===== src/design/vdp_defines.svh =====
// Frame geometry, tile size and VRAM address width macros
`ifndef VDP_DEFINES_SVH
`define VDP_DEFINES_SVH

// ---------------------------------------------------------------------
// Frame geometry, shrunk to keep simulation short
// ---------------------------------------------------------------------
// Visible area
`define VDP_ACT_W 64
`define VDP_ACT_H 32
// Totals including blanking
`define VDP_H_TOTAL 80
`define VDP_V_TOTAL 40

// Tile edge, both directions
`define VDP_TILE 8

// 4 KB of VRAM
`define VDP_VRAM_AW 12
// Wide enough for both beam totals
`define VDP_CNT_W 7

`endif


===== src/design/vdp_video_pkg.sv =====
// Beam position, VRAM read request and output pixel types
`default_nettype none

package vdp_video_pkg;
  `include "vdp_defines.svh"

  // Beam counter value
  typedef logic [`VDP_CNT_W-1:0] cnt_t;

  // ---------------------------------------------------------------------
  // Beam state, one value per pixel period
  // ---------------------------------------------------------------------
  typedef struct packed {
    cnt_t x;
    cnt_t y;
    logic active;      // inside the visible area
    logic frame_end;   // last pixel of the frame
  } beam_t;

  // Read request into the VRAM arbiter
  // Host side also uses it, with the strobe meaning a read
  typedef struct packed {
    logic [`VDP_VRAM_AW-1:0] addr;
    logic                    rd;
  } vram_req_t;

  // ---------------------------------------------------------------------
  // Output pixel, carries its own position
  // ---------------------------------------------------------------------
  typedef struct packed {
    logic       valid;   // one clock per pixel
    cnt_t       x;
    cnt_t       y;
    logic [3:0] col;     // TMS9918 palette index
    logic       blank;
  } pixel_t;

endpackage

`default_nettype wire


===== src/design/vdp_timing.sv =====
// Pixel enable divider and horizontal/vertical beam counters
`timescale 1ns/100ps
`default_nettype none
`include "vdp_defines.svh"

module vdp_timing
  import vdp_video_pkg::*;
(
  input  wire logic clk_i,
  input  wire logic reset_i,
  output logic      pix_en_o,
  output beam_t     beam_o
);

  localparam cnt_t H_LAST = cnt_t'(`VDP_H_TOTAL - 1);
  localparam cnt_t V_LAST = cnt_t'(`VDP_V_TOTAL - 1);

  logic pix_en_q;
  cnt_t h_cnt_q;
  cnt_t v_cnt_q;

  // ---------------------------------------------------------------------
  // Pixel rate is clk_i / 2
  // ---------------------------------------------------------------------
  always_ff @(posedge clk_i) begin
    if (reset_i) begin
      pix_en_q <= 1'b0;
    end else begin
      pix_en_q <= ~pix_en_q;
    end
  end

  // Beam counters step on the enable clock
  always_ff @(posedge clk_i) begin
    if (reset_i) begin
      h_cnt_q <= '0;
      v_cnt_q <= '0;
    end else if (pix_en_q) begin
      if (h_cnt_q == H_LAST) begin
        h_cnt_q <= '0;
        // Wrap to line 0 after the last blank line
        v_cnt_q <= (v_cnt_q == V_LAST) ? '0 : v_cnt_q + 1'b1;
      end else begin
        h_cnt_q <= h_cnt_q + 1'b1;
      end
    end
  end

  assign pix_en_o = pix_en_q;

  // Area and frame markers decoded from the counters
  assign beam_o.x         = h_cnt_q;
  assign beam_o.y         = v_cnt_q;
  assign beam_o.active    = (h_cnt_q < cnt_t'(`VDP_ACT_W)) && (v_cnt_q < cnt_t'(`VDP_ACT_H));
  assign beam_o.frame_end = (h_cnt_q == H_LAST) && (v_cnt_q == V_LAST);

endmodule

`default_nettype wire


===== config.mk =====
export PLATFORM = sky130hd
export DESIGN_NAME = vdp_timing
export DESIGN_NICKNAME = d
export VERILOG_FILES = /design/src/design/vdp_video_pkg.sv /design/src/design/vdp_timing.sv
export VERILOG_INCLUDE_DIRS = /design/src /design/src/design
export SDC_FILE = /design/constraint.sdc
export NUM_CORES = 1
export LEC_CHECK = 0
export BUFFER_PORTS_ARGS = -buffer_cell sky130_fd_sc_hd__buf_2
export CORE_AREA = 3 3 41 43
export CTS_CLUSTER_DIAMETER = 30
export DETAILED_ROUTE_END_ITERATION = 10
export DIE_AREA = 0 0 44 46
export HOLD_SLACK_MARGIN = 0.06
export PLACE_DENSITY = 0.87
export SLEW_MARGIN = 20
export SYNTH_ARGS = -nofsm -noshare
export SYNTH_HDL_FRONTEND = slang
export SYNTH_SLANG_ARGS = --single-unit

===== constraint.sdc =====
create_clock -name clk_i -period 4.4 [get_ports clk_i]
set_input_delay 0.44 -clock clk_i [delete_from_list [all_inputs] [get_ports clk_i]]
set_output_delay 0.44 -clock clk_i [all_outputs]
set_load 0.02 [all_outputs]

==> results.toml <==
[status]
status = "finished clean"

[hold_path]
hold_path.class = "in -> reg"
hp-start = "reset_i"
holdPathEnd = "pix_en_o"
min_path_cells = 2

[sta]
tightest_slew_ns = 0.414
drv_slew = 0
finalCritPeriodShare_pct = 44.7
fmax_ghz = 0.509
period_needed_ns = 1.97
final_hold_viol_count = 0
fin_tns_setup_ns = 0
maxSlewHeadroom_pct = 72.3
final.setup_skew_ns = 0.00214
rsz0062_at_grt = "false"
whs_ns = 0.464
finalSetupViolations = 0

[critical_path]
ff2ff_setup_slack_ns = 2.66
path_class = "reg -> out"
path_max_fanout = 7
worst-path-buf-inv = 1
crit_required_ns = 3.96
reg2regPathDepth = 5
critical_path.top_delay_family = "simple AND/OR/NAND/NOR gates"
critPathLaunch = "v_cnt_q[2]"
worstPathArrival_ns = 1.53
cp-end-kind = "output port"
cp_slowest_cell = "dfxtp_1"
r2r_end = "v_cnt_q[1]"
cp_common_cell = "and3_1"
max_stage_delay_ns = 0.46
crit_chain = "nor4b_1 > and3_1 > and3_1 > buf_2"
crit_path_start_kind = "flip-flop"
r2r_start = "h_cnt_q[0]"

[placed_design]
place_inst = 109
dpl_cell_area_um2 = 810
routabilityCongestion = 0.771
dp_hpwl_mm = 1.07
io_buffer_count = 18

[finish]
layout_commonest_cell = "buf_2"
fin_area_um2 = 836
nFillCells = 107
final_cell_mix = "buf_2 (18), dfxtp_1 (15), nor2_1 (10)"
multiInputGateArea_um2 = 397
instances_no_fill = 113
layout-drive-gt1-share_pct = 24.5
syn2layout_area_growth_pct = 17.2
seq_area_um2 = 300
num_antenna_cells = 0
finalNetCount = 103

[synth]
synth_cell_type_count = 25
yosysSeqAreaShare_pct = 42.1
ys_ff_latch = 15
synth_edf_count = 0
synth.avg_cell_area_um2 = 9.03
yosys_warnings = 0
synth_cells = 79
async_flop_share_pct = 0
syn-num-nets = 83
syn-cell-area_um2 = 713
synthFlopType = "dfxtp_1"

[global_routing]
grt_usage_pct = 16.7
antenna_found_initial = 0
grt_pass1_wl_mm = 2.38
grt_start_max_net_pins = 14
grt_pass1_vias = 529
grt-ovfl-total = 0

[power_and_ir_drop]
cellLeakagePower_nw = 0.346
power_w = 0.000233
power_density_mw_per_mm2 = 278
vdd_ir_drop_max_mv = 0.172

[routing]
vias_per_cell = 5.64
dr.pass1.iters = 4
post_drt_wl_per_cell_um = 12.9
drtIter0Drc = 12
num_vias = 637
drc_errors = 0
routed_wl_mm = 1.46
ant_nets = 0

[cts]
cts_max_path_buffers = 2
cts_tree = "built"
cts.clk_slew.worst_paths_ns = 0.09
postCtsSetupRepairBufs = 0
cts_resized = 0
cts_buffers = 3
clk_latency_ns = 0.28
root_buffer = "clkbuf_4"
h-tree-depth = 1
cts_hold_buf = 0
cts_sinks = 15

[flow_run]
cap_violations = 0

[die]
die_x_um = 44
num_rows = 13
start_util_pct = 53.5
ios = 19
die_h_um = 46
coreArea_mm2 = 0.00133
die_area_mm2 = 0.00202
==> synth_stat cells (3+ instances only) <==
master	number	area, um2
xor2_1	3	26.3
dfxtp_1	15	300
xnor2_1	7	61.3
and3_1	3	18.8
nand3_1	3	15.0
nor3_1	7	35.0
o21ai_0	3	15.0
nand4_1	4	25.0
nor2_1	10	37.5
==> power breakdown <==
group	switching (W)	internal, W	total [W]	leakage (nW)
combinational	0.00000756	0.00000485	0.0000124	0.210
clock	0.0000434	0.0000353	0.0000787	0.0150
sequential	0.00000355	0.000138	0.000142	0.121
==> state kept, by name, indices dropped and copies added, names as in the netlist <==
name and cells:
v_cnt_q 7, pix_en_o 1, h_cnt_q 7
==> per-layer routing <==
| layer | global-route usage [%] | share of wire (%) | up-vias |
|---|---|---|---|
| met1 | 19.6 | 46 | 292 |
| met3 | 5.93 | 6.6 | 4 |
| met4 | 10.8 | 1.9 | 0 |
| met5 | 0 | 0 | - |
| li1 | - | - | 318 |
| met2 | 25.6 | 46 | 23 |
==> layout make-up <==
type | count | area share, %
well taps | 15 | 2.25
inverters | 1 | 0.449
repair buffers | 18 | 10.8
multi-input cells | 60 | 47.5
clock buffers | 4 | 3.14
flip-flops and latches | 15 | 35.9
==> kinds of logic (layout without fill, tap and decap cells) <==
family,Yosys count,count (layout),synth area share [%]
fa+ha+maj,2,2,3.51
mux,2,2,2.81
compound gates,6,6,4.56
xor+xnor,10,10,12.3
buf+inv,4,23,2.28
simple gates,40,40,32.5
flops,15,15,42.1
==> worst max path at each step <==
stage	depth (start not counted)	end	slack, ns
after floorplan	3	beam_o[0]	2.76
after global placement	4	beam_o[0]	2.78
after detailed placement	5	v_cnt_q[1]	2.69
after CTS	4	beam_o[0]	2.43
after global routing	4	beam_o[0]	2.36
final	4	beam_o[0]	2.43
==> stage by stage <==
step	setup WS, ns	util, %
finish	2.43	62.7
global route	2.36	62.7
CTS	2.43	62.7
detailed placement	2.69	60.7
global placement	2.78	60.7
floorplan	2.76	-
Note: power is estimated with default switching activity, not from simulation.
