==> src/design/vdp_defines.svh <==
// Frame geometry, tile size and VRAM address width macros
`ifndef VDP_DEFINES_SVH
`define VDP_DEFINES_SVH

// ---------------------------------------------------------------------
// Frame geometry, shrunk to keep simulation short
// ---------------------------------------------------------------------
// Visible area
`define VDP_ACT_W 64
`define VDP_ACT_H 32
// Totals including blanking
`define VDP_H_TOTAL 80
`define VDP_V_TOTAL 40

// Tile edge, both directions
`define VDP_TILE 8

// 4 KB of VRAM
`define VDP_VRAM_AW 12
// Wide enough for both beam totals
`define VDP_CNT_W 7

`endif

==> src/design/vdp_cpu_pkg.sv <==
// Host command encoding, register indices and the display register set
`default_nettype none

package vdp_cpu_pkg;
  `include "vdp_defines.svh"

  // Host operations
  typedef enum logic [1:0] {
    OP_REG_WR,
    OP_VRAM_WR,
    OP_VRAM_RD,
    OP_STATUS_RD
  } cpu_op_t;

  // Register numbers
  typedef enum logic [1:0] {
    REG_CTRL,   // bit 0 display enable, bit 1 interrupt enable
    REG_NTB,    // name table base, units of 64 bytes
    REG_PAT,    // pattern table base, units of 2 KB
    REG_COL     // color table base high nibble, backdrop low nibble
  } reg_idx_t;

  // Command word held stable by the host for the whole handshake
  typedef struct packed {
    cpu_op_t                 op;
    reg_idx_t                index;
    logic [`VDP_VRAM_AW-1:0] addr;
    logic [7:0]              data;
  } cpu_cmd_t;

  typedef struct packed {
    logic [7:0] ctrl;
    logic [7:0] ntb;
    logic [7:0] pat;
    logic [7:0] col;
  } vdp_regs_t;

endpackage

`default_nettype wire

==> src/design/vdp_video_pkg.sv <==
// Beam position, VRAM read request and output pixel types
`default_nettype none

package vdp_video_pkg;
  `include "vdp_defines.svh"

  // Beam counter value
  typedef logic [`VDP_CNT_W-1:0] cnt_t;

  // ---------------------------------------------------------------------
  // Beam state, one value per pixel period
  // ---------------------------------------------------------------------
  typedef struct packed {
    cnt_t x;
    cnt_t y;
    logic active;      // inside the visible area
    logic frame_end;   // last pixel of the frame
  } beam_t;

  // Read request into the VRAM arbiter
  // Host side also uses it, with the strobe meaning a read
  typedef struct packed {
    logic [`VDP_VRAM_AW-1:0] addr;
    logic                    rd;
  } vram_req_t;

  // ---------------------------------------------------------------------
  // Output pixel, carries its own position
  // ---------------------------------------------------------------------
  typedef struct packed {
    logic       valid;   // one clock per pixel
    cnt_t       x;
    cnt_t       y;
    logic [3:0] col;     // TMS9918 palette index
    logic       blank;
  } pixel_t;

endpackage

`default_nettype wire

==> src/design/vdp_delay_line.sv <==
// Enable-gated shift line for an arbitrary payload type
`timescale 1ns/100ps
`default_nettype none

module vdp_delay_line #(
  parameter type payload_t = logic,
  parameter int  DEPTH     = 1
) (
  input  wire logic     clk_i,
  input  wire logic     reset_i,
  input  wire logic     en_i,
  input  wire payload_t d_i,
  output payload_t      q_o
);

  payload_t stage_q [DEPTH];

  // Advance one slot per enable, oldest entry at the end
  always_ff @(posedge clk_i) begin
    if (reset_i) begin
      for (int i = 0; i < DEPTH; i++) begin
        stage_q[i] <= '0;
      end
    end else if (en_i) begin
      stage_q[0] <= d_i;
      for (int i = 1; i < DEPTH; i++) begin
        stage_q[i] <= stage_q[i-1];
      end
    end
  end

  assign q_o = stage_q[DEPTH-1];

endmodule

`default_nettype wire

==> src/design/vdp_col_mux.sv <==
// Foreground, background and backdrop color selection with blanking
`timescale 1ns/100ps
`default_nettype none

module vdp_col_mux
  import vdp_cpu_pkg::*;
  import vdp_video_pkg::*;
(
  input  wire logic       clk_i,
  input  wire logic       reset_i,
  input  wire logic       pix_en_i,
  input  wire beam_t      beam_i,
  input  wire vdp_regs_t  regs_i,
  input  wire logic       pat_bit_i,
  input  wire logic [3:0] fg_i,
  input  wire logic [3:0] bg_i,
  output pixel_t          pixel_o
);

  pixel_t     pix_d;
  logic [3:0] sel_col;

  // Tile color, transparent 0 falls through to the backdrop
  assign sel_col = pat_bit_i ? fg_i : bg_i;

  always_comb begin
    pix_d.valid = pix_en_i;
    pix_d.x     = beam_i.x;
    pix_d.y     = beam_i.y;
    pix_d.blank = ~beam_i.active;
    if (!beam_i.active) begin
      pix_d.col = 4'h0;
    end else if (!regs_i.ctrl[0]) begin
      pix_d.col = regs_i.col[3:0];
    end else begin
      pix_d.col = (sel_col == 4'h0) ? regs_i.col[3:0] : sel_col;
    end
  end

  // Output register, valid is a one-clock strobe per pixel
  vdp_delay_line #(
    .payload_t(pixel_t),
    .DEPTH    (1)
  ) out_reg_b (
    .clk_i  (clk_i),
    .reset_i(reset_i),
    .en_i   (1'b1),
    .d_i    (pix_d),
    .q_o    (pixel_o)
  );

endmodule

`default_nettype wire

==> config.mk <==
export PLATFORM = sky130hd
export DESIGN_NAME = vdp_col_mux
export DESIGN_NICKNAME = d
export VERILOG_FILES = /design/src/design/vdp_cpu_pkg.sv /design/src/design/vdp_video_pkg.sv /design/src/design/vdp_delay_line.sv /design/src/design/vdp_col_mux.sv
export VERILOG_INCLUDE_DIRS = /design/src /design/src/design
export SDC_FILE = /design/constraint.sdc
export NUM_CORES = 1
export LEC_CHECK = 0
export BUFFER_PORTS_ARGS = -buffer_cell sky130_fd_sc_hd__buf_2
export CAP_MARGIN = 40
export CORE_UTILIZATION = 41
export CTS_CLUSTER_DIAMETER = 30
export DETAILED_ROUTE_END_ITERATION = 16
export PLACE_DENSITY = 0.84
export SLEW_MARGIN = 10
export SYNTH_ARGS = -nofsm -noshare
export SYNTH_HDL_FRONTEND = slang
export SYNTH_HIERARCHICAL = 1
export SYNTH_SLANG_ARGS = --single-unit
==> constraint.sdc <==
create_clock -name clk_i -period 3.79 [get_ports clk_i]
set_input_delay 0.379 -clock clk_i [delete_from_list [all_inputs] [get_ports clk_i]]
set_output_delay 0.379 -clock clk_i [all_outputs]
set_load 0.005 [all_outputs]
==> flow_summary.ini <==
[yosys]
muxShareOfSynthArea_pct = 4.57
ys.flop_type = edfxtp_1
synth_fa_ha_area_share_pct = 0
synth_top_family_by_area = simple AND/OR/NAND/NOR gates
seq_area_frac_synth_pct = 61.0
synthesis.area_um2 = 985
yosys_warnings = 6
ys_top_cells_by_area = edfxtp_1, and3b_1, mux2_2
synth_seq_cells = 20
synth_commonest_cells = and3b_1, edfxtp_1
synth_compound_area_share_pct = 8.89
ys_async_sr_fraction_pct = 0
postSynthCellCount = 68
synth.largest_area_cell = edfxtp_1
synth_top_area_share_pct = 61.0
synthSimpleGateAreaFrac_pct = 20.7
synth_cell_type_count = 15
synth-xor-area-share_pct = 0
synth_edf_count = 20
syn_area_per_cell_um2 = 14.5

[min_path]
hold_path_class = primary input to flop
holdPathStages = 2
hp-start = beam_i[14]
holdPathEnd = out_reg_b/stage_q[0][17]

[floorplanning]
dieArea_um2 = 2600
die_h_um = 51.0
start_util_pct = 44.1
rows = 17
die_w_um = 51.0
num_io_pins = 80
core-area_um2 = 2230

[final_layout]
synthToLayoutAreaGrowth_pct = 31.9
diodes = 0
reg.largest.list = out_reg_b/stage_q x20
fin_cells = 148
postLayoutCoreUtil_pct = 58.2
fin_nets = 181
largest_reg_flops = 20
largest-register = out_reg_b/stage_q
layout-drive-gt1-share_pct = 50.0

[clock_network]
path_clk_slew_ns = 0.11
cts_tree = done
htree_levels = 1
postCtsSetupBuffers = 0
clock-root-buffer = clkbuf_4
cts_inserted_buffers = 3
holdBufCountCts = 0
clock_path_buffers = 2
ctsResizeCount = 0
clock_sink_count = 20

[worst_setup_path]
crit_chain = buf_2 > or4_1 > o21a_1 > a211oi_1 > and3b_1
startpoint_type = primary input
slowest_stage = or4_1
critPathKind = primary input to flop
critical_path_arrival_ns = 1.71
cpPeakStageDelay_ns = 0.53
worstPathMaxFanout = 6
critPathBufInv = 1
end_kind = flop
critical_path_required_ns = 3.96
critical-path-top-delay-family = simple AND/OR/NAND/NOR gates

[power_and_ir_drop]
power_leakage_nw = 0.662
finalPower_mw = 0.503
powerDensity_nw_per_um2 = 387
vdd_drop_max_uv = 235

[sta]
setup_violations = 0
min_period_ns = 1.53
slew_viol_final = 0
fmax_mhz = 652
tightest_slew_ns = 0.801
rsz0062_at_grt = false
tns_ns = 0
slew-limit-headroom_pct = 46.6
fin_ws_ns = 2.26
finalHoldViolCount = 0
timing.final.crit_share_pct = 40.5

[detailed_routing]
drc = 0
first_iter_violations = 22
via_count = 720
drt_wl_total_mm = 1.94
ant_nets = 0
vias_per_cell = 4.86
firstDrtPassIters = 4
wl_per_cell_um = 13.1

[global_routing]
grt_pass1_wl_mm = 2.86
use_met3_pct = 0.893
grtUsageTotal_pct = 14.8
grtUsageMet1_pct = 17.4
antenna_found_initial = 0
met2_usage_pct = 26.8
top_usage_layer = met2
grt_pass1_vias = 677
overflow = 0
grt_max_degree = 22

[place]
placedCellCount = 144
gp_congestion = 0.746
post-place-ws_ns = 1.96
io_buffers = 51

[status]
status = complete, no violations

[run]
maxCapViolations = 0
## cell type report
class	count	area, um^2
Inverter	2	7.51
Clock inverter	1	30.0
Tap cell	28	35.0
Sequential cell	20	601
Timing Repair Buffer	51	255
Clock buffer	3	22.5
Multi-Input combinational cell	43	348
Fill cell	197	935
## stage by stage
step / hold slack (ns) / area, um^2
after floorplan: 0.612 / 992
after global placement: 0.693 / 1250
after detailed placement: 0.695 / 1250
after CTS: 0.382 / 1300
after global routing: 0.375 / 1300
final: 0.391 / 1300
## metal layers
layer,routed length (um),up-vias
met5,0,-
met4,0,0
met3,60,0
met2,1060,22
met1,812,330
li1,-,368
## worst max path at each step
stage	start	end	slack (ns)	cells after the start
after global routing	pat_bit_i	out_reg_b/stage_q[0][1]	2.20	5
after global placement	pat_bit_i	out_reg_b/stage_q[0][4]	2.01	5
after floorplan	pat_bit_i	out_reg_b/stage_q[0][1]	2.23	4
after CTS	pat_bit_i	out_reg_b/stage_q[0][1]	2.27	5
after detailed placement	pat_bit_i	out_reg_b/stage_q[0][1]	1.96	5
final	pat_bit_i	out_reg_b/stage_q[0][1]	2.26	5
## placed cells by master, fill, tap and decap left out
cell type	instances
edfxtp_1	20
mux2_2	4
or2_1	1
a22oi_1	4
and3b_1	20
a21oi_1	4
clkbuf_4	3
a211oi_1	4
or4_1	1
conb_1	3
nor4b_2	1
inv_1	2
buf_2	51
o21a_1	1
bufinv_16	1
## power breakdown
part,internal [mW],total [mW],switching [mW]
registers,0.262,0.266,0.00397
clock network,0.107,0.169,0.0626
logic,0.0357,0.0678,0.0321
total,0.404,0.503,0.0987
## cells by family (layout without fill, tap and decap cells)
kind of cell | after synthesis | after routing
and+or+nand+nor | 23 | 23
DFF | 20 | 20
AOI/OAI and AO/OA | 13 | 13
buffers and inverters | 7 | 57
muxes | 4 | 4
other | 1 | 3
Note: power is estimated with default switching activity, not from simulation.
