<file path="config.mk">
export PLATFORM = sky130hd
export DESIGN_NAME = vdp_cpu_port
export DESIGN_NICKNAME = d
export VERILOG_FILES = /design/src/design/vdp_cpu_pkg.sv /design/src/design/vdp_video_pkg.sv /design/src/design/vdp_cpu_port.sv
export VERILOG_INCLUDE_DIRS = /design/src /design/src/design
export SDC_FILE = /design/constraint.sdc
export NUM_CORES = 1
export LEC_CHECK = 0
export BUFFER_PORTS_ARGS = -buffer_cell sky130_fd_sc_hd__clkbuf_2
export CORE_MARGIN = 4
export CORE_UTILIZATION = 49
export CTS_BUF_LIST = sky130_fd_sc_hd__clkbuf_16
export CTS_CLUSTER_DIAMETER = 200
export DETAILED_ROUTE_END_ITERATION = 7
export PLACE_DENSITY = 0.95
export SLEW_MARGIN = 0
export SYNTH_ARGS = -nofsm -noshare
export SYNTH_HDL_FRONTEND = slang
export SYNTH_SLANG_ARGS = --single-unit
</file>
<file path="constraint.sdc">
create_clock -name clk_i -period 3.4 [get_ports clk_i]
set_input_delay 0.34 -clock clk_i [delete_from_list [all_inputs] [get_ports clk_i]]
set_output_delay 0.34 -clock clk_i [all_outputs]
set_load 0.05 [all_outputs]
</file>
<file path="src/design/vdp_defines.svh">
// Frame geometry, tile size and VRAM address width macros
`ifndef VDP_DEFINES_SVH
`define VDP_DEFINES_SVH

// ---------------------------------------------------------------------
// Frame geometry, shrunk to keep simulation short
// ---------------------------------------------------------------------
// Visible area
`define VDP_ACT_W 64
`define VDP_ACT_H 32
// Totals including blanking
`define VDP_H_TOTAL 80
`define VDP_V_TOTAL 40

// Tile edge, both directions
`define VDP_TILE 8

// 4 KB of VRAM
`define VDP_VRAM_AW 12
// Wide enough for both beam totals
`define VDP_CNT_W 7

`endif

</file>
<file path="src/design/vdp_cpu_pkg.sv">
// Host command encoding, register indices and the display register set
`default_nettype none

package vdp_cpu_pkg;
  `include "vdp_defines.svh"

  // Host operations
  typedef enum logic [1:0] {
    OP_REG_WR,
    OP_VRAM_WR,
    OP_VRAM_RD,
    OP_STATUS_RD
  } cpu_op_t;

  // Register numbers
  typedef enum logic [1:0] {
    REG_CTRL,   // bit 0 display enable, bit 1 interrupt enable
    REG_NTB,    // name table base, units of 64 bytes
    REG_PAT,    // pattern table base, units of 2 KB
    REG_COL     // color table base high nibble, backdrop low nibble
  } reg_idx_t;

  // Command word held stable by the host for the whole handshake
  typedef struct packed {
    cpu_op_t                 op;
    reg_idx_t                index;
    logic [`VDP_VRAM_AW-1:0] addr;
    logic [7:0]              data;
  } cpu_cmd_t;

  typedef struct packed {
    logic [7:0] ctrl;
    logic [7:0] ntb;
    logic [7:0] pat;
    logic [7:0] col;
  } vdp_regs_t;

endpackage

`default_nettype wire

</file>
<file path="src/design/vdp_video_pkg.sv">
// Beam position, VRAM read request and output pixel types
`default_nettype none

package vdp_video_pkg;
  `include "vdp_defines.svh"

  // Beam counter value
  typedef logic [`VDP_CNT_W-1:0] cnt_t;

  // ---------------------------------------------------------------------
  // Beam state, one value per pixel period
  // ---------------------------------------------------------------------
  typedef struct packed {
    cnt_t x;
    cnt_t y;
    logic active;      // inside the visible area
    logic frame_end;   // last pixel of the frame
  } beam_t;

  // Read request into the VRAM arbiter
  // Host side also uses it, with the strobe meaning a read
  typedef struct packed {
    logic [`VDP_VRAM_AW-1:0] addr;
    logic                    rd;
  } vram_req_t;

  // ---------------------------------------------------------------------
  // Output pixel, carries its own position
  // ---------------------------------------------------------------------
  typedef struct packed {
    logic       valid;   // one clock per pixel
    cnt_t       x;
    cnt_t       y;
    logic [3:0] col;     // TMS9918 palette index
    logic       blank;
  } pixel_t;

endpackage

`default_nettype wire

</file>
<file path="src/design/vdp_cpu_port.sv">
// Host command port with req/ack handshake, display registers and frame interrupt
`timescale 1ns/100ps
`default_nettype none

module vdp_cpu_port
  import vdp_cpu_pkg::*;
  import vdp_video_pkg::*;
(
  input  wire logic       clk_i,
  input  wire logic       reset_i,
  // Host side
  input  wire logic       cpu_req_i,
  input  wire cpu_cmd_t   cpu_cmd_i,
  output logic            cpu_ack_o,
  output logic [7:0]      cpu_rdata_o,
  // From beam timing
  input  wire logic       frame_end_i,
  // VRAM host channel
  output vram_req_t       host_req_o,
  output logic            host_we_o,
  output logic [7:0]      host_wdata_o,
  input  wire logic       host_gnt_i,
  input  wire logic [7:0] vram_rdata_i,
  // Register set and interrupt
  output vdp_regs_t       regs_o,
  output logic            int_n_o
);

  typedef enum logic [2:0] {S_IDLE, S_ACCESS, S_WAIT, S_ACK, S_RELEASE} port_state_t;

  port_state_t state_q;
  vdp_regs_t   regs_q;
  logic [7:0]  rdata_q;
  logic        frame_flag_q;
  logic        frame_end_q;
  logic        is_vram;
  logic        in_access;
  logic        status_clr;

  assign is_vram    = (cpu_cmd_i.op == OP_VRAM_WR) || (cpu_cmd_i.op == OP_VRAM_RD);
  assign in_access  = (state_q == S_ACCESS);
  assign status_clr = in_access && (cpu_cmd_i.op == OP_STATUS_RD);

  // ---------------------------------------------------------------------
  // Handshake FSM
  // ---------------------------------------------------------------------
  always_ff @(posedge clk_i) begin
    if (reset_i) begin
      state_q <= S_IDLE;
    end else begin
      case (state_q)
        // Release also takes a request raised right after ack fell
        S_IDLE, S_RELEASE: state_q <= cpu_req_i ? S_ACCESS : S_IDLE;
        S_ACCESS: begin
          if (!is_vram) begin
            state_q <= S_ACK;
          end else if (host_gnt_i) begin
            state_q <= (cpu_cmd_i.op == OP_VRAM_RD) ? S_WAIT : S_ACK;
          end
        end
        // VRAM read data lands here
        S_WAIT:  state_q <= S_ACK;
        S_ACK:   if (!cpu_req_i) state_q <= S_RELEASE;
        default: state_q <= S_IDLE;
      endcase
    end
  end

  // Register writes
  always_ff @(posedge clk_i) begin
    if (reset_i) begin
      regs_q <= '0;
    end else if (in_access && cpu_cmd_i.op == OP_REG_WR) begin
      case (cpu_cmd_i.index)
        REG_CTRL: regs_q.ctrl <= cpu_cmd_i.data;
        REG_NTB:  regs_q.ntb  <= cpu_cmd_i.data;
        REG_PAT:  regs_q.pat  <= cpu_cmd_i.data;
        default:  regs_q.col  <= cpu_cmd_i.data;
      endcase
    end
  end

  // Read data, status byte or VRAM byte
  always_ff @(posedge clk_i) begin
    if (status_clr) begin
      rdata_q <= {frame_flag_q, 7'b0};
    end else if (state_q == S_WAIT) begin
      rdata_q <= vram_rdata_i;
    end
  end

  // Frame flag sets on the first clock of frame_end, status read clears
  always_ff @(posedge clk_i) begin
    if (reset_i) begin
      frame_end_q  <= 1'b0;
      frame_flag_q <= 1'b0;
    end else begin
      frame_end_q <= frame_end_i;
      if (frame_end_i && !frame_end_q) begin
        frame_flag_q <= 1'b1;
      end else if (status_clr) begin
        frame_flag_q <= 1'b0;
      end
    end
  end

  // Host VRAM request held in ACCESS until granted
  assign host_req_o.addr = cpu_cmd_i.addr;
  assign host_req_o.rd   = in_access && (cpu_cmd_i.op == OP_VRAM_RD);
  assign host_we_o       = in_access && (cpu_cmd_i.op == OP_VRAM_WR);
  assign host_wdata_o    = cpu_cmd_i.data;

  assign cpu_ack_o   = (state_q == S_ACK);
  assign cpu_rdata_o = rdata_q;
  assign regs_o      = regs_q;
  assign int_n_o     = ~(frame_flag_q & regs_q.ctrl[1]);

endmodule

`default_nettype wire

</file>
==> metrics.md, run 1 <==
| Metric | Value |
|---|---|
| Worst-Skew Late Latency | `0.29 ns` |
| Post-synth EDFFs | `1` |
| Area of the die | `5367 um^2` |
| Yosys reg bits | `45` |
| DRT iter0 DRCs | `74` |
| Root buf cell | `clkbuf_16` |
| Largest net degree at the start of global routing | `48` |
| Antenna viol nets, final | `0` |
| Synth cell types | `28` |
| Worst VDD drop | `0.2400 mV` |
| Clock skew | `0.005583 ns` |
| Initial antenna violation count | `0` |
| Hold Buf Count CTS | `0` |
| Multi-input logic area | `942.2 um^2` |
| Die span in x | `73.26 um` |
| Reg area | `910.9 um^2` |
| Post-DP HPWL | `3.087 mm` |
| Max Clk Rate | `552.0 MHz` |
| Area post-placement | `2322 um^2` |
| Cells after Synth | `202` |
| Final Max Tran Viols | `0` |
| Syn. warnings | `0` |
| GRT Util Overall | `0.1674` |
| Die Y | `73.26 um` |
| TritonCTS Buffers | `5` |
| Min cycle time layout | `1.812 ns` |
| Synth Flop Type | `dfxtp_1` |
| Syn_nets | `243` |
| Clock Pin Slew Worst Setup and Hold Paths | `0.07 ns` |
| CTS Buffer Depth | `2` |
| # setup viols final | `0` |
| Most frequent cells in the layout | `clkbuf_2 (76), dfxtp_1 (44), nand2b_1 (42)` |
| Worst Setup Start Kind | `flip-flop` |
| DR top layer | `met4` |
| Worst-margin pin slew | `0.7992 ns` |
| Routed len/inst | `13.88 um` |
| Required time of the critical path | `3.61 ns` |
| Routed wire length | `4.233 mm` |
| Post-synth top area share | `0.4221` |
| Syn Area/Cell | `10.33 um^2` |
| Final period utilization | `0.5328` |
| Ports | `101` |
| Worst slew margin | `0.4649` |
| Setup TNS | `0 ns` |
| Area contributors post-synth | `dfxtp_1 (42%), mux2i_1 (19%), nand2b_1 (13%)` |
| Seq/Total Area, Yosys | `0.4365` |
| FILL cells | `324` |
| Post-synth top area cell | `dfxtp_1` |
| Final Util | `0.6084` |
| CP Data Arrival Time | `2.02 ns` |
| CTS tree | `built` |
| Leak | `1.250 nW` |
| Design Area, Final | `2469 um^2` |
| Synth-to-layout area growth | `18.29%` |
| Met2 routed WL | `2.146 mm` |
| GP Congestion | `0.7694` |
| Clk sink count | `45` |
| Final hold viol count | `0` |
| Max-cap violation count | `0` |
| First-pass GRT wire length | `6.913 mm` |
| N_diodes | `0` |
| Crit-path max FO | `9` |
| Vias in the first global route | `1450` |
| Commonest non-fill, non-tap cell in the layout | `clkbuf_2` |
| Async set-reset flop share out of synthesis | `0` |
| Layout cell share with drive strength beyond 1 | `0.3569` |
| Initial core utilization | `0.5143` |
| Fin nets | `295` |
| Worst Setup Path Type | `flip-flop to flip-flop` |
| Post-Synthesis Cell Area | `2087 um^2` |
| Post-CTS Resized | `0` |
| Row Count | `23` |
| DRC Markers | `0` |
| H-tree levels | `2` |
| Vias | `1506` |
| M1 WL | `1.757 mm` |
| Worst Hold Class | `input pin to flip-flop` |
| RSZ-0062 raised after global routing | `false` |
| Port Buffers | `76` |
| Setup bufs post-CTS | `0` |
| Hold Path Cell Cnt | `2` |
| Met3 routed WL | `241 um` |
| GRT overflow | `0` |
| Worst R2R Path Depth | `3` |
| Critical Path Sink Type | `flip-flop` |
| Pwr/cell area | `613.2 nW/um^2` |
| DR vias/cell | `4.938` |
| Status | `complete, no violations` |
| Core Region | `4058 um^2` |
| DR pass1 iterations | `4` |
==> critical path: stages (launching register included) <==
cell and delay (ns):
dfxtp_1 0.39, and4bb_2 0.39, nor3b_2 0.68, mux2i_1 0.28
==> cell usage after synthesis, types with 2 or more instances <==
master,instances
and4bb_2,2
clkbuf_1,5
nand2b_1,42
a211o_1,2
nor2_1,9
buf_4,22
nand2_1,3
nand3b_1,2
inv_1,5
and2_1,2
mux2i_1,40
ha_1,4
dfxtp_1,44
buf_2,4
nor3b_1,3
==> layer usage <==
layer | vias to the layer above | GRT usage
li1 | 750 | -
met1 | 699 | 0.2094
met2 | 48 | 0.2741
met3 | 9 | 0.03010
met4 | 0 | 0.08607
met5 | - | 0
==> registers in the layout, summed over array words and instances, names as in the netlist <==
register / cells
regs_o: 32
cpu_rdata_o: 8
state_q: 3
frame_end_q: 1
frame_flag_q: 1
==> power breakdown <==
part           internal, mW  switching (mW)
clock                 0.273           0.203
sequential            0.588          0.0355
combinational         0.116           0.297
==> metrics by stage <==
step	power (mW)	setup slack, ns	std cells	hold slack [ns]
after CTS	1.527	1.592	305	0.2568
after global placement	1.043	1.510	297	0.4592
after global routing	1.585	1.497	305	0.2670
after floorplan	1.003	1.879	202	0.4177
after detailed placement	1.052	1.405	297	0.4658
final	1.514	1.588	305	0.2622
==> worst paths after layout <==
kind | startpoint | slack, ns | endpoint
worst max-delay path | state_q[2]$_SDFFE_PP0P_ | 1.59 | regs_o[24]$_SDFFE_PP0P_
worst min-delay path | cpu_req_i | 0.26 | state_q[2]$_SDFFE_PP0P_
worst max register to register | state_q[2]$_SDFFE_PP0P_ | 1.59 | regs_o[24]$_SDFFE_PP0P_
worst min register to register | regs_o[9]$_SDFFE_PP0P_ | 0.48 | regs_o[9]$_SDFFE_PP0P_
==> logic make-up after synthesis <==
family | synth area share
buffers and inverters | 0.1121
adders and majority gates | 0.02398
muxes | 0.1918
DFF | 0.4364
AOI/OAI and AO/OA | 0.02817
and+or+nand+nor | 0.2074
==> cell type report <==
type                       instances  share of cell area
clock buffer                       5             0.05068
clock inverter                     3            0.008616
multi-input combinational        120              0.3817
sequential                        45              0.3690
tap                               50             0.02534
timing repair buffer              77              0.1571
inverter                           5            0.007603
(Power assumes the default switching activity.)
==> inputs of run 2 (changes only) <==
--- a/config.mk
+++ b/config.mk
@@ -8,11 +8,11 @@
 export LEC_CHECK = 0
 export BUFFER_PORTS_ARGS = -buffer_cell sky130_fd_sc_hd__clkbuf_2
 export CORE_MARGIN = 4
-export CORE_UTILIZATION = 49
+export CORE_UTILIZATION = 46
 export CTS_BUF_LIST = sky130_fd_sc_hd__clkbuf_16
 export CTS_CLUSTER_DIAMETER = 200
 export DETAILED_ROUTE_END_ITERATION = 7
-export PLACE_DENSITY = 0.95
+export PLACE_DENSITY = 0.91
 export SLEW_MARGIN = 0
 export SYNTH_ARGS = -nofsm -noshare
 export SYNTH_HDL_FRONTEND = slang
==> constraint.sdc (replaced) <==
create_clock -name clk_i -period 1.8 [get_ports clk_i]
set_input_delay 0.18 -clock clk_i [delete_from_list [all_inputs] [get_ports clk_i]]
set_output_delay 0.18 -clock clk_i [all_outputs]
set_load 0.05 [all_outputs]
==> metrics.md, run 2 (synthesis gave the netlist of run 1 again) <==
| Metric | Value |
|---|---|
| Clock Pin Slew Worst Setup and Hold Paths | `0.06 ns (about the same)` |
| Core Region | `4384 um^2 (+8.0%)` |
| Clock skew | `0.005143 ns (-0.0004395 ns)` |
| CP Data Arrival Time | `1.45 ns (-0.57 ns)` |
| Max Clk Rate | `612.8 MHz` |
| Post-CTS Resized | `0 (unchanged)` |
| Port Buffers | `76 (unchanged)` |
| Setup TNS | `0 ns (unchanged)` |
| DR vias/cell | `4.878 (-1.2%)` |
| First-pass GRT wire length | `6.354 mm (-8.1%)` |
| Total power draw | `2.944 mW (+95%)` |
| CTS tree | `built` |
| Vias | `1517 (+0.73%)` |
| Worst-Skew Late Latency | `0.27 ns (-0.02 ns)` |
| Pwr/cell area | `1169 nW/um^2 (+91%)` |
| Max reg flops | `32 (unchanged)` |
| Antenna viol nets, final | `0 (unchanged)` |
| Clk sink count | `45 (unchanged)` |
| DRT iter0 DRCs | `67 (-9.5%)` |
| Crit-path max FO | `7 (-2)` |
| GRT Util Overall | `0.1448 (-0.02260)` |
| RSZ-0062 raised after global routing | `false` |
| M1 WL | `1.774 mm (+0.97%)` |
| Worst slew margin | `0.5383 (+0.07341)` |
| Largest net degree at the start of global routing | `48 (unchanged)` |
| Synth-to-layout area growth | `20.68%` |
| N_diodes | `0 (unchanged)` |
| Die Y | `75.36 um (+2.9%)` |
| Crit-path slowest cell | `dfxtp_1` |
| GRT overflow | `0 (unchanged)` |
| Layout cell share with drive strength beyond 1 | `0.3629 (+0.006072)` |
| Most frequent cells in the layout | `clkbuf_2 (76), dfxtp_1 (44), nand2b_1 (42)` |
| Vias in the first global route | `1428 (-1.5%)` |
| Setup bufs post-CTS | `0 (unchanged)` |
| Required time of the critical path | `1.62 ns (-1.99 ns)` |
| Area of the die | `5678 um^2 (+5.8%)` |
| Root buf cell | `clkbuf_16` |
| Critical Path Sink Type | `output pin` |
| Status | `complete, no violations` |
| Crit-path cells | `nor3b_1 > and2_1 > clkbuf_2` |
| DR top layer | `met4` |
| Worst Setup Start Kind | `flip-flop` |
| CTS Buffer Depth | `2 (unchanged)` |
| Slowest stage delay, CP | `0.42 ns (-0.26 ns)` |
| Max-cap violation count | `0 (unchanged)` |
| Die span in x | `75.36 um (+2.9%)` |
| Initial core utilization | `0.4760 (-0.03831)` |
| Post-route setup slack | `0.1681 ns (-1.420 ns)` |
| Final Max Tran Viols | `0 (unchanged)` |
| Commonest non-fill, non-tap cell in the layout | `clkbuf_2` |
| Row Count | `24 (+4.3%)` |
| H-tree levels | `2 (unchanged)` |
| Placement Setup Slack | `0.2508 ns (-1.154 ns)` |
| Met2 routed WL | `1.983 mm (-7.6%)` |
| Reg area | `910.9 um^2 (unchanged)` |
| Initial antenna violation count | `0 (unchanged)` |
| Worst VDD drop | `0.7426 mV (+210%)` |
| DR pass1 iterations | `5 (+1)` |
| Worst Setup Path Type | `flip-flop to output pin` |
| Leak | `1.284 nW (+2.7%)` |
| Routed wire length | `4.110 mm (-2.9%)` |
| Multi-input logic area | `942.2 um^2 (unchanged)` |
| DRC Markers | `0 (unchanged)` |
| Hold Buf Count CTS | `0 (unchanged)` |
| Fin nets | `299 (+1.4%)` |
| TritonCTS Buffers | `5 (unchanged)` |
| GP Congestion | `0.8276 (+7.6%)` |
| # setup viols final | `0 (unchanged)` |
| Ports | `101 (unchanged)` |
| Worst-margin pin slew | `0.6926 ns (-0.1066 ns)` |
| Min cycle time layout | `1.632 ns` |
| Post-DP HPWL | `3.105 mm (+0.58%)` |
| Met3 routed WL | `329 um (+37%)` |
| Final hold viol count | `0 (unchanged)` |
| Final period utilization | `0.9066` |
| Routed len/inst | `13.22 um (-4.8%)` |
| FILL cells | `397 (+23%)` |
| Worst Hold Class | `input pin to flip-flop` |
run 2: changes by cell type in the layout (fill, tap and decap cells not counted), sizes merged:
| cell | delta |
|---|---|
| clkinvlp | -1 |
| buf | +4 |
| bufinv | +1 |
run 2: report_power, final:
group	switching (mW)	internal [mW]	total, mW	leakage, nW
sequential	0.0661	1.11	1.18	0.367
clock	0.338	0.646	0.984	0.0850
combinational	0.561	0.222	0.783	0.831
run 2: stage by stage:
stage	instance area (um^2)	utilization	cells	hold slack (ns)
after floorplan	2087	-	202	0.2577
after global placement	2355	0.5371	303	0.3603
after detailed placement	2355	0.5371	303	0.3603
after CTS	2519	0.5745	311	0.1170
after global routing	2519	0.5745	311	0.1363
final	2519	0.5745	311	0.1254
run 2: per-layer routing:
metal  vias to the layer above  global-route usage
met2                        54              0.2397
met1                       700              0.1867
met3                         4             0.04090
li1                        759                   -
met5                         -                   0
met4                         0             0.03689
run 2: critical path, delay by kind of cell, from the launching register on:
family / cells / cell delay (ns)
simple gates: 2 / 0.49
flops: 1 / 0.42
buf+inv: 1 / 0.27
run 2: area by class of cell:
class                           count  share of cell area
Clock buffer                        5             0.04968
Timing Repair Buffer               81              0.1659
Sequential cell                    45              0.3616
Clock inverter                      3             0.01540
Tap cell                           52             0.02583
Inverter                            5            0.007452
Multi-Input combinational cell    120              0.3741
run 2: worst paths after layout:
path / from / to / slack [ns] / cells past startpoint
max: state_q[0]$_SDFFE_PP0P_ / host_we_o / 0.17 / 3
min: cpu_req_i / state_q[2]$_SDFFE_PP0P_ / 0.13 / 2
max reg2reg: state_q[2]$_SDFFE_PP0P_ / regs_o[30]$_SDFFE_PP0P_ / 0.35 / 4
min reg2reg: regs_o[17]$_SDFFE_PP0P_ / regs_o[17]$_SDFFE_PP0P_ / 0.47 / 2
