**config.mk**
```make
export PLATFORM = sky130hd
export DESIGN_NAME = vdp_pattern
export DESIGN_NICKNAME = d
export VERILOG_FILES = /design/src/design/vdp_cpu_pkg.sv /design/src/design/vdp_video_pkg.sv /design/src/design/vdp_delay_line.sv /design/src/design/vdp_pattern.sv
export VERILOG_INCLUDE_DIRS = /design/src /design/src/design
export SDC_FILE = /design/constraint.sdc
export NUM_CORES = 1
export LEC_CHECK = 0
export ABC_AREA = 1
export BUFFER_PORTS_ARGS = -buffer_cell sky130_fd_sc_hd__buf_4
export CAP_MARGIN = 20
export CELL_PAD_IN_SITES_DETAIL_PLACEMENT = 0
export CELL_PAD_IN_SITES_GLOBAL_PLACEMENT = 2
export CORE_ASPECT_RATIO = 1.25
export CORE_MARGIN = 1
export CORE_UTILIZATION = 38
export DETAILED_ROUTE_END_ITERATION = 16
export PLACE_DENSITY_LB_ADDON = 0.1
export SLEW_MARGIN = 5
export SYNTH_ARGS = -nofsm -noshare
export SYNTH_HDL_FRONTEND = slang
export SYNTH_SLANG_ARGS = --single-unit
```
**constraint.sdc**
```tcl
create_clock -name clk_i -period 6.45 [get_ports clk_i]
set_input_delay 0.9675 -clock clk_i [delete_from_list [all_inputs] [get_ports clk_i]]
set_output_delay 0.9675 -clock clk_i [all_outputs]
set_load 0.01 [all_outputs]
```
**src/design/vdp_defines.svh**
```systemverilog
// Frame geometry, tile size and VRAM address width macros
`ifndef VDP_DEFINES_SVH
`define VDP_DEFINES_SVH

// ---------------------------------------------------------------------
// Frame geometry, shrunk to keep simulation short
// ---------------------------------------------------------------------
// Visible area
`define VDP_ACT_W 64
`define VDP_ACT_H 32
// Totals including blanking
`define VDP_H_TOTAL 80
`define VDP_V_TOTAL 40

// Tile edge, both directions
`define VDP_TILE 8

// 4 KB of VRAM
`define VDP_VRAM_AW 12
// Wide enough for both beam totals
`define VDP_CNT_W 7

`endif

```
**src/design/vdp_cpu_pkg.sv**
```systemverilog
// Host command encoding, register indices and the display register set
`default_nettype none

package vdp_cpu_pkg;
  `include "vdp_defines.svh"

  // Host operations
  typedef enum logic [1:0] {
    OP_REG_WR,
    OP_VRAM_WR,
    OP_VRAM_RD,
    OP_STATUS_RD
  } cpu_op_t;

  // Register numbers
  typedef enum logic [1:0] {
    REG_CTRL,   // bit 0 display enable, bit 1 interrupt enable
    REG_NTB,    // name table base, units of 64 bytes
    REG_PAT,    // pattern table base, units of 2 KB
    REG_COL     // color table base high nibble, backdrop low nibble
  } reg_idx_t;

  // Command word held stable by the host for the whole handshake
  typedef struct packed {
    cpu_op_t                 op;
    reg_idx_t                index;
    logic [`VDP_VRAM_AW-1:0] addr;
    logic [7:0]              data;
  } cpu_cmd_t;

  typedef struct packed {
    logic [7:0] ctrl;
    logic [7:0] ntb;
    logic [7:0] pat;
    logic [7:0] col;
  } vdp_regs_t;

endpackage

`default_nettype wire

```
**src/design/vdp_video_pkg.sv**
```systemverilog
// Beam position, VRAM read request and output pixel types
`default_nettype none

package vdp_video_pkg;
  `include "vdp_defines.svh"

  // Beam counter value
  typedef logic [`VDP_CNT_W-1:0] cnt_t;

  // ---------------------------------------------------------------------
  // Beam state, one value per pixel period
  // ---------------------------------------------------------------------
  typedef struct packed {
    cnt_t x;
    cnt_t y;
    logic active;      // inside the visible area
    logic frame_end;   // last pixel of the frame
  } beam_t;

  // Read request into the VRAM arbiter
  // Host side also uses it, with the strobe meaning a read
  typedef struct packed {
    logic [`VDP_VRAM_AW-1:0] addr;
    logic                    rd;
  } vram_req_t;

  // ---------------------------------------------------------------------
  // Output pixel, carries its own position
  // ---------------------------------------------------------------------
  typedef struct packed {
    logic       valid;   // one clock per pixel
    cnt_t       x;
    cnt_t       y;
    logic [3:0] col;     // TMS9918 palette index
    logic       blank;
  } pixel_t;

endpackage

`default_nettype wire

```
**src/design/vdp_delay_line.sv**
```systemverilog
// Enable-gated shift line for an arbitrary payload type
`timescale 1ns/100ps
`default_nettype none

module vdp_delay_line #(
  parameter type payload_t = logic,
  parameter int  DEPTH     = 1
) (
  input  wire logic     clk_i,
  input  wire logic     reset_i,
  input  wire logic     en_i,
  input  wire payload_t d_i,
  output payload_t      q_o
);

  payload_t stage_q [DEPTH];

  // Advance one slot per enable, oldest entry at the end
  always_ff @(posedge clk_i) begin
    if (reset_i) begin
      for (int i = 0; i < DEPTH; i++) begin
        stage_q[i] <= '0;
      end
    end else if (en_i) begin
      stage_q[0] <= d_i;
      for (int i = 1; i < DEPTH; i++) begin
        stage_q[i] <= stage_q[i-1];
      end
    end
  end

  assign q_o = stage_q[DEPTH-1];

endmodule

`default_nettype wire

```
**src/design/vdp_pattern.sv**
```systemverilog
// Tile fetch FSM, staging registers and pixel pattern shifter
`timescale 1ns/100ps
`default_nettype none
`include "vdp_defines.svh"

module vdp_pattern
  import vdp_cpu_pkg::*;
  import vdp_video_pkg::*;
(
  input  wire logic       clk_i,
  input  wire logic       reset_i,
  input  wire logic       pix_en_i,
  input  wire beam_t      beam_i,
  input  wire vdp_regs_t  regs_i,
  // Display VRAM port
  output vram_req_t       vram_req_o,
  input  wire logic [7:0] vram_rdata_i,
  // Towards the color mux
  output beam_t           beam_o,
  output logic            pat_bit_o,
  output logic [3:0]      fg_o,
  output logic [3:0]      bg_o
);

  localparam cnt_t LAST_SLOT = cnt_t'(`VDP_H_TOTAL / `VDP_TILE - 1);
  localparam cnt_t V_LAST    = cnt_t'(`VDP_V_TOTAL - 1);

  typedef enum logic [2:0] {F_IDLE, F_NAME, F_PAT, F_COL, F_LAST} fetch_state_t;

  fetch_state_t state_q;
  beam_t        beam_d;
  logic         slot_start;
  logic         tile_end;
  cnt_t         next_line;
  logic [2:0]   tgt_col_q;
  logic [5:0]   tgt_line_q;
  logic [7:0]   name_q;
  logic [7:0]   pat_stage_q;
  logic [7:0]   col_stage_q;
  logic [7:0]   shift_q;
  logic [3:0]   fg_q;
  logic [3:0]   bg_q;

  // Beam lined up with the shifter output
  vdp_delay_line #(
    .payload_t(beam_t),
    .DEPTH    (8)
  ) beam_dly_b (
    .clk_i  (clk_i),
    .reset_i(reset_i),
    .en_i   (pix_en_i),
    .d_i    (beam_i),
    .q_o    (beam_d)
  );

  // First and last pixel of a tile slot
  assign slot_start = pix_en_i && (beam_d.x[2:0] == 3'd0);
  assign tile_end   = pix_en_i && (beam_d.x[2:0] == 3'd7);
  assign next_line  = (beam_d.y == V_LAST) ? '0 : beam_d.y + 1'b1;

  // ---------------------------------------------------------------------
  // Fetch FSM, name then pattern then color, back to back
  // ---------------------------------------------------------------------
  always_ff @(posedge clk_i) begin
    if (reset_i) begin
      state_q <= F_IDLE;
    end else begin
      case (state_q)
        F_IDLE:  if (slot_start) state_q <= F_NAME;
        F_NAME:  state_q <= F_PAT;
        F_PAT:   state_q <= F_COL;
        F_COL:   state_q <= F_LAST;
        default: state_q <= F_IDLE;
      endcase
    end
  end

  // Target is the next tile, column 0 of the next line from the last slot
  always_ff @(posedge clk_i) begin
    if (state_q == F_IDLE && slot_start) begin
      if (beam_d.x / cnt_t'(`VDP_TILE) == LAST_SLOT) begin
        tgt_col_q  <= 3'd0;
        tgt_line_q <= next_line[5:0];
      end else begin
        tgt_col_q  <= beam_d.x[5:3] + 3'd1;
        tgt_line_q <= beam_d.y[5:0];
      end
    end
    // Each byte arrives one clock after its read
    if (state_q == F_PAT)  name_q      <= vram_rdata_i;
    if (state_q == F_COL)  pat_stage_q <= vram_rdata_i;
    if (state_q == F_LAST) col_stage_q <= vram_rdata_i;
  end

  // Table addresses; the pattern read takes the name straight off the bus
  always_comb begin
    vram_req_o.rd   = 1'b0;
    vram_req_o.addr = '0;
    case (state_q)
      F_NAME: begin
        vram_req_o.rd   = 1'b1;
        vram_req_o.addr = {regs_i.ntb[5:0], tgt_line_q[5:3], tgt_col_q};
      end
      F_PAT: begin
        vram_req_o.rd   = 1'b1;
        vram_req_o.addr = {regs_i.pat[0], vram_rdata_i, tgt_line_q[2:0]};
      end
      F_COL: begin
        vram_req_o.rd   = 1'b1;
        vram_req_o.addr = {regs_i.col[7:4], 3'b000, name_q[7:3]};
      end
      default: ;
    endcase
  end

  // ---------------------------------------------------------------------
  // Pattern shifter, MSB is the leftmost pixel
  // ---------------------------------------------------------------------
  always_ff @(posedge clk_i) begin
    if (reset_i) begin
      shift_q <= '0;
      fg_q    <= '0;
      bg_q    <= '0;
    end else if (tile_end) begin
      shift_q <= pat_stage_q;
      fg_q    <= col_stage_q[7:4];
      bg_q    <= col_stage_q[3:0];
    end else if (pix_en_i) begin
      shift_q <= {shift_q[6:0], 1'b0};
    end
  end

  assign beam_o    = beam_d;
  assign pat_bit_o = shift_q[7];
  assign fg_o      = fg_q;
  assign bg_o      = bg_q;

endmodule

`default_nettype wire

```
==> results of run 1 <==
-- cell usage after synthesis --
cell type    n  area (sq um)
buf_4        3          22.5
xnor2_1      1          8.76
buf_6        2          22.5
o21ai_0     23           115
dfxtp_1     19           380
nor4_1       1          6.26
o21bai_1     1          7.51
nand3_1     16          80.1
a21oi_1      3          15.0
nor3_1       3          15.0
nor3_2       1          10.0
nor2_4      41           462
nor2_8       1          20.0
a22oi_1      1          7.51
ha_1         3          37.5
nor2_1     124           465
inv_2        5          18.8
buf_12       4          80.1
inv_1      141           529
edfxtp_1   158          4740
nand2_1     62           233
nor2_2       2          12.5
clkbuf_1     3          11.3
nand4_1      2          12.5
nor3_4       1          16.3
buf_2        7          35.0
o21a_1       1          7.51
-- layout make-up --
type | count | area (sq um)
Inverter | 146 | 553
Multi-Input combinational cell | 287 | 1540
Sequential cell | 177 | 5120
Clock inverter | 14 | 116
Fill cell | 1796 | 10200
Tap cell | 232 | 290
Timing Repair Buffer | 80 | 613
Clock buffer | 18 | 450
-- routing by layer --
metal	share of wire [%]	vias up	global-route usage, %
met1	43	1950	12.8
met4	1.9	0	5.45
met5	0	-	0
met2	51	83	21.7
li1	-	2124	-
met3	4.7	17	3.58
-- stage by stage --
step | power (uW) | hold slack, ps
after floorplan | 1480 | 423
after global placement | 1540 | 438
after detailed placement | 1550 | 448
after CTS | 2530 | 466
after global routing | 2600 | 485
final | 2500 | 460
-- worst min path at each step --
| stage | startpoint | to | slack (ps) |
|---|---|---|---|
| global route | shift_q[3] | shift_q[3] | 480 |
| finish | shift_q[3] | shift_q[3] | 460 |
| floorplan | shift_q[1] | shift_q[1] | 420 |
| CTS | shift_q[3] | shift_q[3] | 470 |
| global placement | shift_q[6] | shift_q[6] | 440 |
| detailed placement | shift_q[3] | shift_q[3] | 450 |
-- kinds of logic (layout without fill, tap and decap cells) --
| family | Yosys count | count (layout) |
|---|---|---|
| DFF | 177 | 177 |
| AOI/OAI and AO/OA | 29 | 29 |
| adders and majority gates | 3 | 3 |
| xor gates and xnor gates | 1 | 1 |
| buffers and inverters | 165 | 258 |
| and+or+nand+nor | 254 | 254 |
-- report_power, final --
part	leakage, uW	internal [uW]	switching (uW)
combinational	0.00144	67.1	109
sequential	0.00184	1320	22.3
clock	0.000282	529	457
-- state kept, by name, summed over array words and instances (netlist names) --
signal / cells
beam_dly_b.stage_q: 128
col_stage_q: 8
name_q: 5
tgt_line_q: 6
bg_o: 4
fg_o: 4
state_q: 3
pat_stage_q: 8
shift_q: 8
tgt_col_q: 3
-- placed cells by master, fill, tap and decap left out, drive strengths merged --
master      n
nand4       2
ha          3
xnor2       1
nor4        1
o21ai      23
dfxtp      19
nand2      62
edfxtp    158
nor3        5
nor2      168
o21bai      1
buf        79
clkbuf     19
a22oi       1
clkinvlp    1
a21oi       3
clkinv      3
o21a        1
inv       156
nand3      16
-- worst max-delay path: stages (launching register included) --
cell     delay (ps)
dfxtp_1         320
inv_2           120
nand2_1         100
nor2_2          570
nand2_1         140
nand3_1         120
buf_4           120
==> metrics.md, run 1 <==
| Metric | Value |
|---|---|
| Status | finished clean |
| DIE HEIGHT | 158 um |
| Pre-antenna DRT Iters | 4 |
| Placer Congestion | 0.727 |
| Reg clk slew, reported paths | around 70 ps |
| Flop-to-flop setup slack | 4910 ps |
| Adder-cell share of the synthesized area | 0.509% |
| Num CTS Buffers | 17 |
| Final ANT Viol Nets | 0 |
| Die area | 20000 sq um |
| Simple-gate area share of the yosys netlist | 18.1% |
| Register bit total from synthesis | between 150 and 200 |
| Largest net degree at the start of global routing | 86 |
| Worst Setup EP | vram_req_o[3] |
| Crit start category | flop |
| Core area | 18900 sq um |
| Die width | 127 um |
| Pwr dens | around 290 nW/um^2 |
| FF-to-FF path depth | 7 |
| Post-synthesis cell type count | 27 |
| Initial Util | around two fifths |
| Crit Path Max Fanout | 18 |
| RR Startpoint | beam_dly_b.stage_q[7][13] |
| CTS max path bufs | 2 |
| Final net count | 771 |
| H-tree depth | 4 |
| Post_cts resized | 0 |
| Worst setup path startpoint | state_q[0] |
| DP Area | 8090 sq um |
| Share of layout cells above drive strength 1 | 22.7% |
| TritonCTS Sinks | between 150 and 200 |
| R2r endpoint | tgt_line_q[5] |
| # Max-Cap Violations | 0 |
| Total GRT Usage | 12.0% |
| FP Rows | 56 |
| Synth Area per Inst | 11.7 sq um |
| Non-Filler Instances | about 950 |
| Yosys warns | 0 |
| Worst-Skew Late Latency | between 400 and 500 ps |
| Layout area overhead | 17.8% |
| Endpoints failing setup | 0 |
| Hold Path Class | reg2reg |
| Setup Total Neg Slack | 0 ps |
| Final worst-path setup slack | 3570 ps |
| Crit Path Category | reg2out |
| Hold path cells | 2 |
| Final WL | 11.1 mm |
| Fin Clk Skew | 9.62 ps |
| Tcrit/Tclk final | 44.7% |
| Routed vias | 4174 |
| Unrepaired setup endpoints after global routing | false |
| Finished Core Util | 45.9% |
| Initial drt markers | roughly 310 |
| First-pass GRT wire length | between 15 and 20 mm |
| Post-Place Cells | slightly above 900 |
| LEAKAGE | 0.00356 uW |
| Root Buffer | clkbuf_16 |
| HPWL after detailed placement | 6.74 mm |
| Vias in the first global route | 3862 |
| Synth Instances | approximately 630 |
| Port buffer count | 75 |
| Initial antenna violation count | 0 |
| Post-CTS Setup Bufs | 0 |
| GR Overflow Total | 0 |
| Worst setup EP type | output port |
| Via/cell ratio | 4.38 |
| Mux cell area share after synthesis | 0% |
| Maximum vdd drop | 173 uV |
| Seq/Total Area, Yosys | 69.5% |
| Mapped Area | 7380 sq um |
| TritonCTS clock tree | built |
| Final slew viol count | 0 |
| Slew @ Worst Pin | 859 ps |
| Syn Nets | ~690 |
| Drc violations | 0 |
| Compound-Gate Fraction of Synth Area | approximately 2.1% |
| XOR/XNOR Fraction of Synth Area | 0.119% |
| Fmax | 347 MHz |
| IO Pins | 97 |
| Min Tclk post-route | 2880 ps |
| Hold Buf Count CTS | 0 |
| Slew headroom | 42.7% |
| Avg WL per Cell | 11.6 um |
| Main combinational cell family by area after synthesis | simple AND/OR/NAND/NOR gates |
| Diodes inserted | 0 |
| Arrival time at the worst endpoint | roughly 1900 ps |
| Cell area after layout | 8690 sq um |
| Worst Path Required | 5480 ps |
| Hold Fails Final Rpt | 0 |
| Dpl ws | 2740 ps |
Note: power is estimated with default switching activity, not from simulation.
==> run 2, diff against run 1 <==
--- a/config.mk
+++ b/config.mk
@@ -6,14 +6,14 @@
 export SDC_FILE = /design/constraint.sdc
 export NUM_CORES = 1
 export LEC_CHECK = 0
-export ABC_AREA = 1
+export ABC_AREA = 0
 export BUFFER_PORTS_ARGS = -buffer_cell sky130_fd_sc_hd__buf_4
 export CAP_MARGIN = 20
 export CELL_PAD_IN_SITES_DETAIL_PLACEMENT = 0
 export CELL_PAD_IN_SITES_GLOBAL_PLACEMENT = 2
 export CORE_ASPECT_RATIO = 1.25
 export CORE_MARGIN = 1
-export CORE_UTILIZATION = 38
+export CORE_UTILIZATION = 36
 export DETAILED_ROUTE_END_ITERATION = 16
 export PLACE_DENSITY_LB_ADDON = 0.1
 export SLEW_MARGIN = 5
==> constraint.sdc (replaced) <==
create_clock -name clk_i -period 2.6 [get_ports clk_i]
set_input_delay 0.39 -clock clk_i [delete_from_list [all_inputs] [get_ports clk_i]]
set_output_delay 0.39 -clock clk_i [all_outputs]
set_load 0.01 [all_outputs]
==> run 2 against run 1 <==
Compared with the run above:
- sequential cell count unchanged
- the flow now finishes with violations (DRC)
- register-to-register slack got worse by 4100 ps
- core utilization decreased by 1.6 points
- clock power increased to 2.6 times the previous value
- cell count decreased by 17%
- wire length decreased by 0.42%
- critical endpoint is now vram_req_o[5]
==> metrics.md, run 2 <==
| Metric | Value |
|---|---|
| GR Overflow Total | 0 (unchanged) |
| Share of the synthesized area in the top cell type | 68.9% (was 64.3%) |
| Reg clk slew, reported paths | 70 ps (about the same) |
| DP Area | 7700 sq um (was 8090 sq um) |
| Largest reg by FF count | beam_dly_b.stage_q (unchanged) |
| Hold path cells | 1 (was 2) |
| Tcrit/Tclk final | 89.4% |
| Synth Area per Inst | 14.8 sq um (was 11.7 sq um) |
| Final WL | 11.0 mm (was 11.1 mm) |
| HPWL after detailed placement | 6.69 mm (was 6.74 mm) |
| Cell area after layout | 8320 sq um (was 8690 sq um) |
| Layout fillers | 1740 (was 1796) |
| Diodes inserted | 0 (unchanged) |
| Arrival time at the worst endpoint | 1930 ps (was 1920 ps) |
| Maximum vdd drop | 400 uV (was 173 uV) |
| Setup Total Neg Slack | 0 ps (unchanged) |
| Hold Buf Count CTS | 0 (unchanged) |
| Register bit total from synthesis | 177 (unchanged) |
| Die width | 126 um (was 127 um) |
| FP Rows | 56 (unchanged) |
| FF-to-FF path depth | 3 (was 7) |
| Placer Congestion | 0.728 (was 0.727) |
| Worst Path Required | 2210 ps (was 5480 ps) |
| Ranking of synthesized cells by area | edfxtp_1 (69%), and2_1 (8.8%), dfxtp_1 (5.5%), nor2b_1 (3.1%), nand2_1 (1.8%) (was edfxtp_1 (64%), inv_1 (7.2%), nor2_1 (6.3%), nor2_4 (6.3%), dfxtp_1 (5.2%)) |
| Final slew viol count | 0 (unchanged) |
| Hold Path Class | in2reg (was reg2reg) |
| LEAKAGE | 0.00322 uW (was 0.00356 uW) |
| Hold Fails Final Rpt | 0 (unchanged) |
| Min Tclk post-route | ~2300 ps |
| Final net count | 605 (was 771) |
| Via/cell ratio | 4.65 (was 4.38) |
| R2r endpoint | pat_stage_q[1] (was tgt_line_q[5]) |
| Multi-input gate area | 1600 sq um (was 1540 sq um) |
| Routed vias | 3665 (was 4174) |
| Pwr dens | 758 nW/um^2 (was 288 nW/um^2) |
| Avg WL per Cell | 14.0 um (was 11.6 um) |
| Storage cell area | 5120 sq um (unchanged) |
| Failing checks | DRC |
| Slew @ Worst Pin | 737 ps (was 859 ps) |
| Fmax | 430 MHz |
| Die area | 19700 sq um (was 20000 sq um) |
| Buf/Inv on CP | 2 (unchanged) |
| Commonest cells after routing, fill and taps aside | edfxtp_1 (158), and2_1 (97), buf_4 (82), nor2b_1 (34), nand2_1 (33) (was edfxtp_1 (158), inv_1 (141), nor2_1 (124), buf_4 (78), nand2_1 (61)) |
| Worst-Skew Late Latency | 420 ps (was 430 ps) |
| DIE HEIGHT | 157 um (was 158 um) |
| Yosys warns | 0 (unchanged) |
| Status | finished with violations (was finished clean) |
| Mapped Area | 6880 sq um (was 7380 sq um) |
| Post-synthesis cell type count | 38 (was 27) |
| Commonest cells post-synth | edfxtp_1 (158), and2_1 (97), nor2b_1 (34) (was edfxtp_1 (158), inv_1 (141), nor2_1 (124)) |
| Critical path's most frequent cell | buf_4 (was nand2_1) |
| Initial antenna violation count | 0 (unchanged) |
| H-tree depth | 4 (unchanged) |
| Endpoints failing setup | 0 (unchanged) |
| TritonCTS Sinks | 177 (unchanged) |
| Pre-antenna DRT Iters | 12 (was 4) |
| Initial drt markers | 190 (was 313) |
| Worst Hold Endpoint | col_stage_q[2] (was shift_q[3]) |
| # Max-Cap Violations | 0 (unchanged) |
| Root Buffer | clkbuf_16 (unchanged) |
| Layout area overhead | 20.9% (was 17.8%) |
| Worst path slowest cell | dfxtp_1 (was nor2_2) |
| Unrepaired setup endpoints after global routing | false (unchanged) |
| Slowest stage delay, CP | 580 ps (was 570 ps) |
| Synth Instances | 466 (was 629) |
| Crit Path Category | reg2out (unchanged) |
| Post-CTS Setup Bufs | 0 (unchanged) |
| Flop-to-flop setup slack | 790 ps (was 4910 ps) |
| Slew headroom | 50.7% (was 42.7%) |
| Initial Util | 36.6% (was 39.0%) |
| Worst Hold Launch | vram_rdata_i[2] (was shift_q[3]) |
| Crit start category | flop (unchanged) |
| Core area | 18800 sq um (was 18900 sq um) |
| RR Startpoint | state_q[1] (was beam_dly_b.stage_q[7][13]) |
| TritonCTS clock tree | built (unchanged) |
| IO Pins | 97 (unchanged) |
| Critical path cell sequence | buf_4, mux2_1, a22oi_1, nor2_1, buf_4 (was inv_2, nand2_1, nor2_2, nand2_1, nand3_1, buf_4) |
| Vias in the first global route | 3601 (was 3862) |
| Num CTS Buffers | 17 (unchanged) |
| Crit Path Max Fanout | 10 (was 18) |
| Worst setup EP type | output port (unchanged) |
| Share of layout cells above drive strength 1 | 23.0% (was 22.7%) |
| CTS max path bufs | 2 (unchanged) |
| Post_cts resized | 0 (unchanged) |
| Commonest non-fill, non-tap cell in the layout | edfxtp_1 (unchanged) |
| Drc violations | 13 (was 0) |
| Leading cell type by number of instances after synthesis | edfxtp_1 (unchanged) |
| Max reg flops | 128 (unchanged) |
| Post-synth EDFFs | 158 (unchanged) |
| Total GRT Usage | 12.1% (was 12.0%) |
| Largest net degree at the start of global routing | 52 (was 86) |
| Syn Nets | 528 (was 691) |
| First-pass GRT wire length | 18.1 mm (was 18.2 mm) |
| Post-synth ARST share | 0% (unchanged) |
| Largest area contributor in the netlist | edfxtp_1 (unchanged) |
| Port buffer count | 75 (unchanged) |
| Final ANT Viol Nets | 0 (unchanged) |
| CP delay by family, top | flip-flops (was simple AND/OR/NAND/NOR gates) |
| Seq/Total Area, Yosys | 74.5% (was 69.5%) |
| Fin Clk Skew | 7.33 ps (was 9.62 ps) |
| Most common flop cell mapped by yosys | edfxtp_1 (unchanged) |
## run 2: per-stage QoR
step	setup WS (ps)	std cells	power [uW]	hold slack, ps	util (%)
floorplan	335	466	3590	448	-
global placement	712	756	3770	446	41.0
detailed placement	686	756	3780	452	41.0
CTS	212	788	6400	171	44.3
global route	125	788	6550	175	44.3
finish	277	788	6310	191	44.3
## run 2: kinds of logic (layout without fill, tap and decap cells)
kind of cell,after synthesis,in the layout,synth area share (%)
mux,12,12,1.95
flops,177,177,74.5
buf+inv,29,119,2.27
fa+ha+maj,3,3,0.546
simple gates,210,210,17.0
xor+xnor,3,3,0.382
compound gates,32,32,3.36
## run 2: worst max-delay path by stage
stage | startpoint | endpoint | slack (ps) | cells after the start
final | state_q[1] | vram_req_o[5] | 280 | 5
after global routing | state_q[1] | vram_req_o[5] | 130 | 4
after CTS | state_q[1] | vram_req_o[5] | 210 | 4
after detailed placement | state_q[1] | vram_req_o[5] | 690 | 4
after global placement | state_q[1] | vram_req_o[5] | 710 | 5
after floorplan | reset_i | beam_dly_b.stage_q[0][0] | 330 | 3
## run 2: layout make-up
type | count | share of cell area, %
flip-flops and latches | 177 | 61.6
multi-input cells | 260 | 19.3
repair buffers | 85 | 8.12
clock buffers | 21 | 6.04
well taps | 232 | 3.49
clock inverters | 11 | 1.41
inverters | 2 | 0.0902
## run 2: metal layers
layer	track usage [%]	up-vias	share of wire (%)
met5	0	-	0
met4	5.92	0	1.8
met3	2.77	15	4.2
met2	21.3	81	51
met1	13.8	1771	43
li1	-	1798	-
## run 2: power by group
group          switching [uW]  leakage (uW)  total (uW)  internal (uW)
registers                54.8       0.00184        3330           3270
logic                     198       0.00108         382            184
clock network            1090      0.000305        2600           1510
total                    1350       0.00322        6310           4960
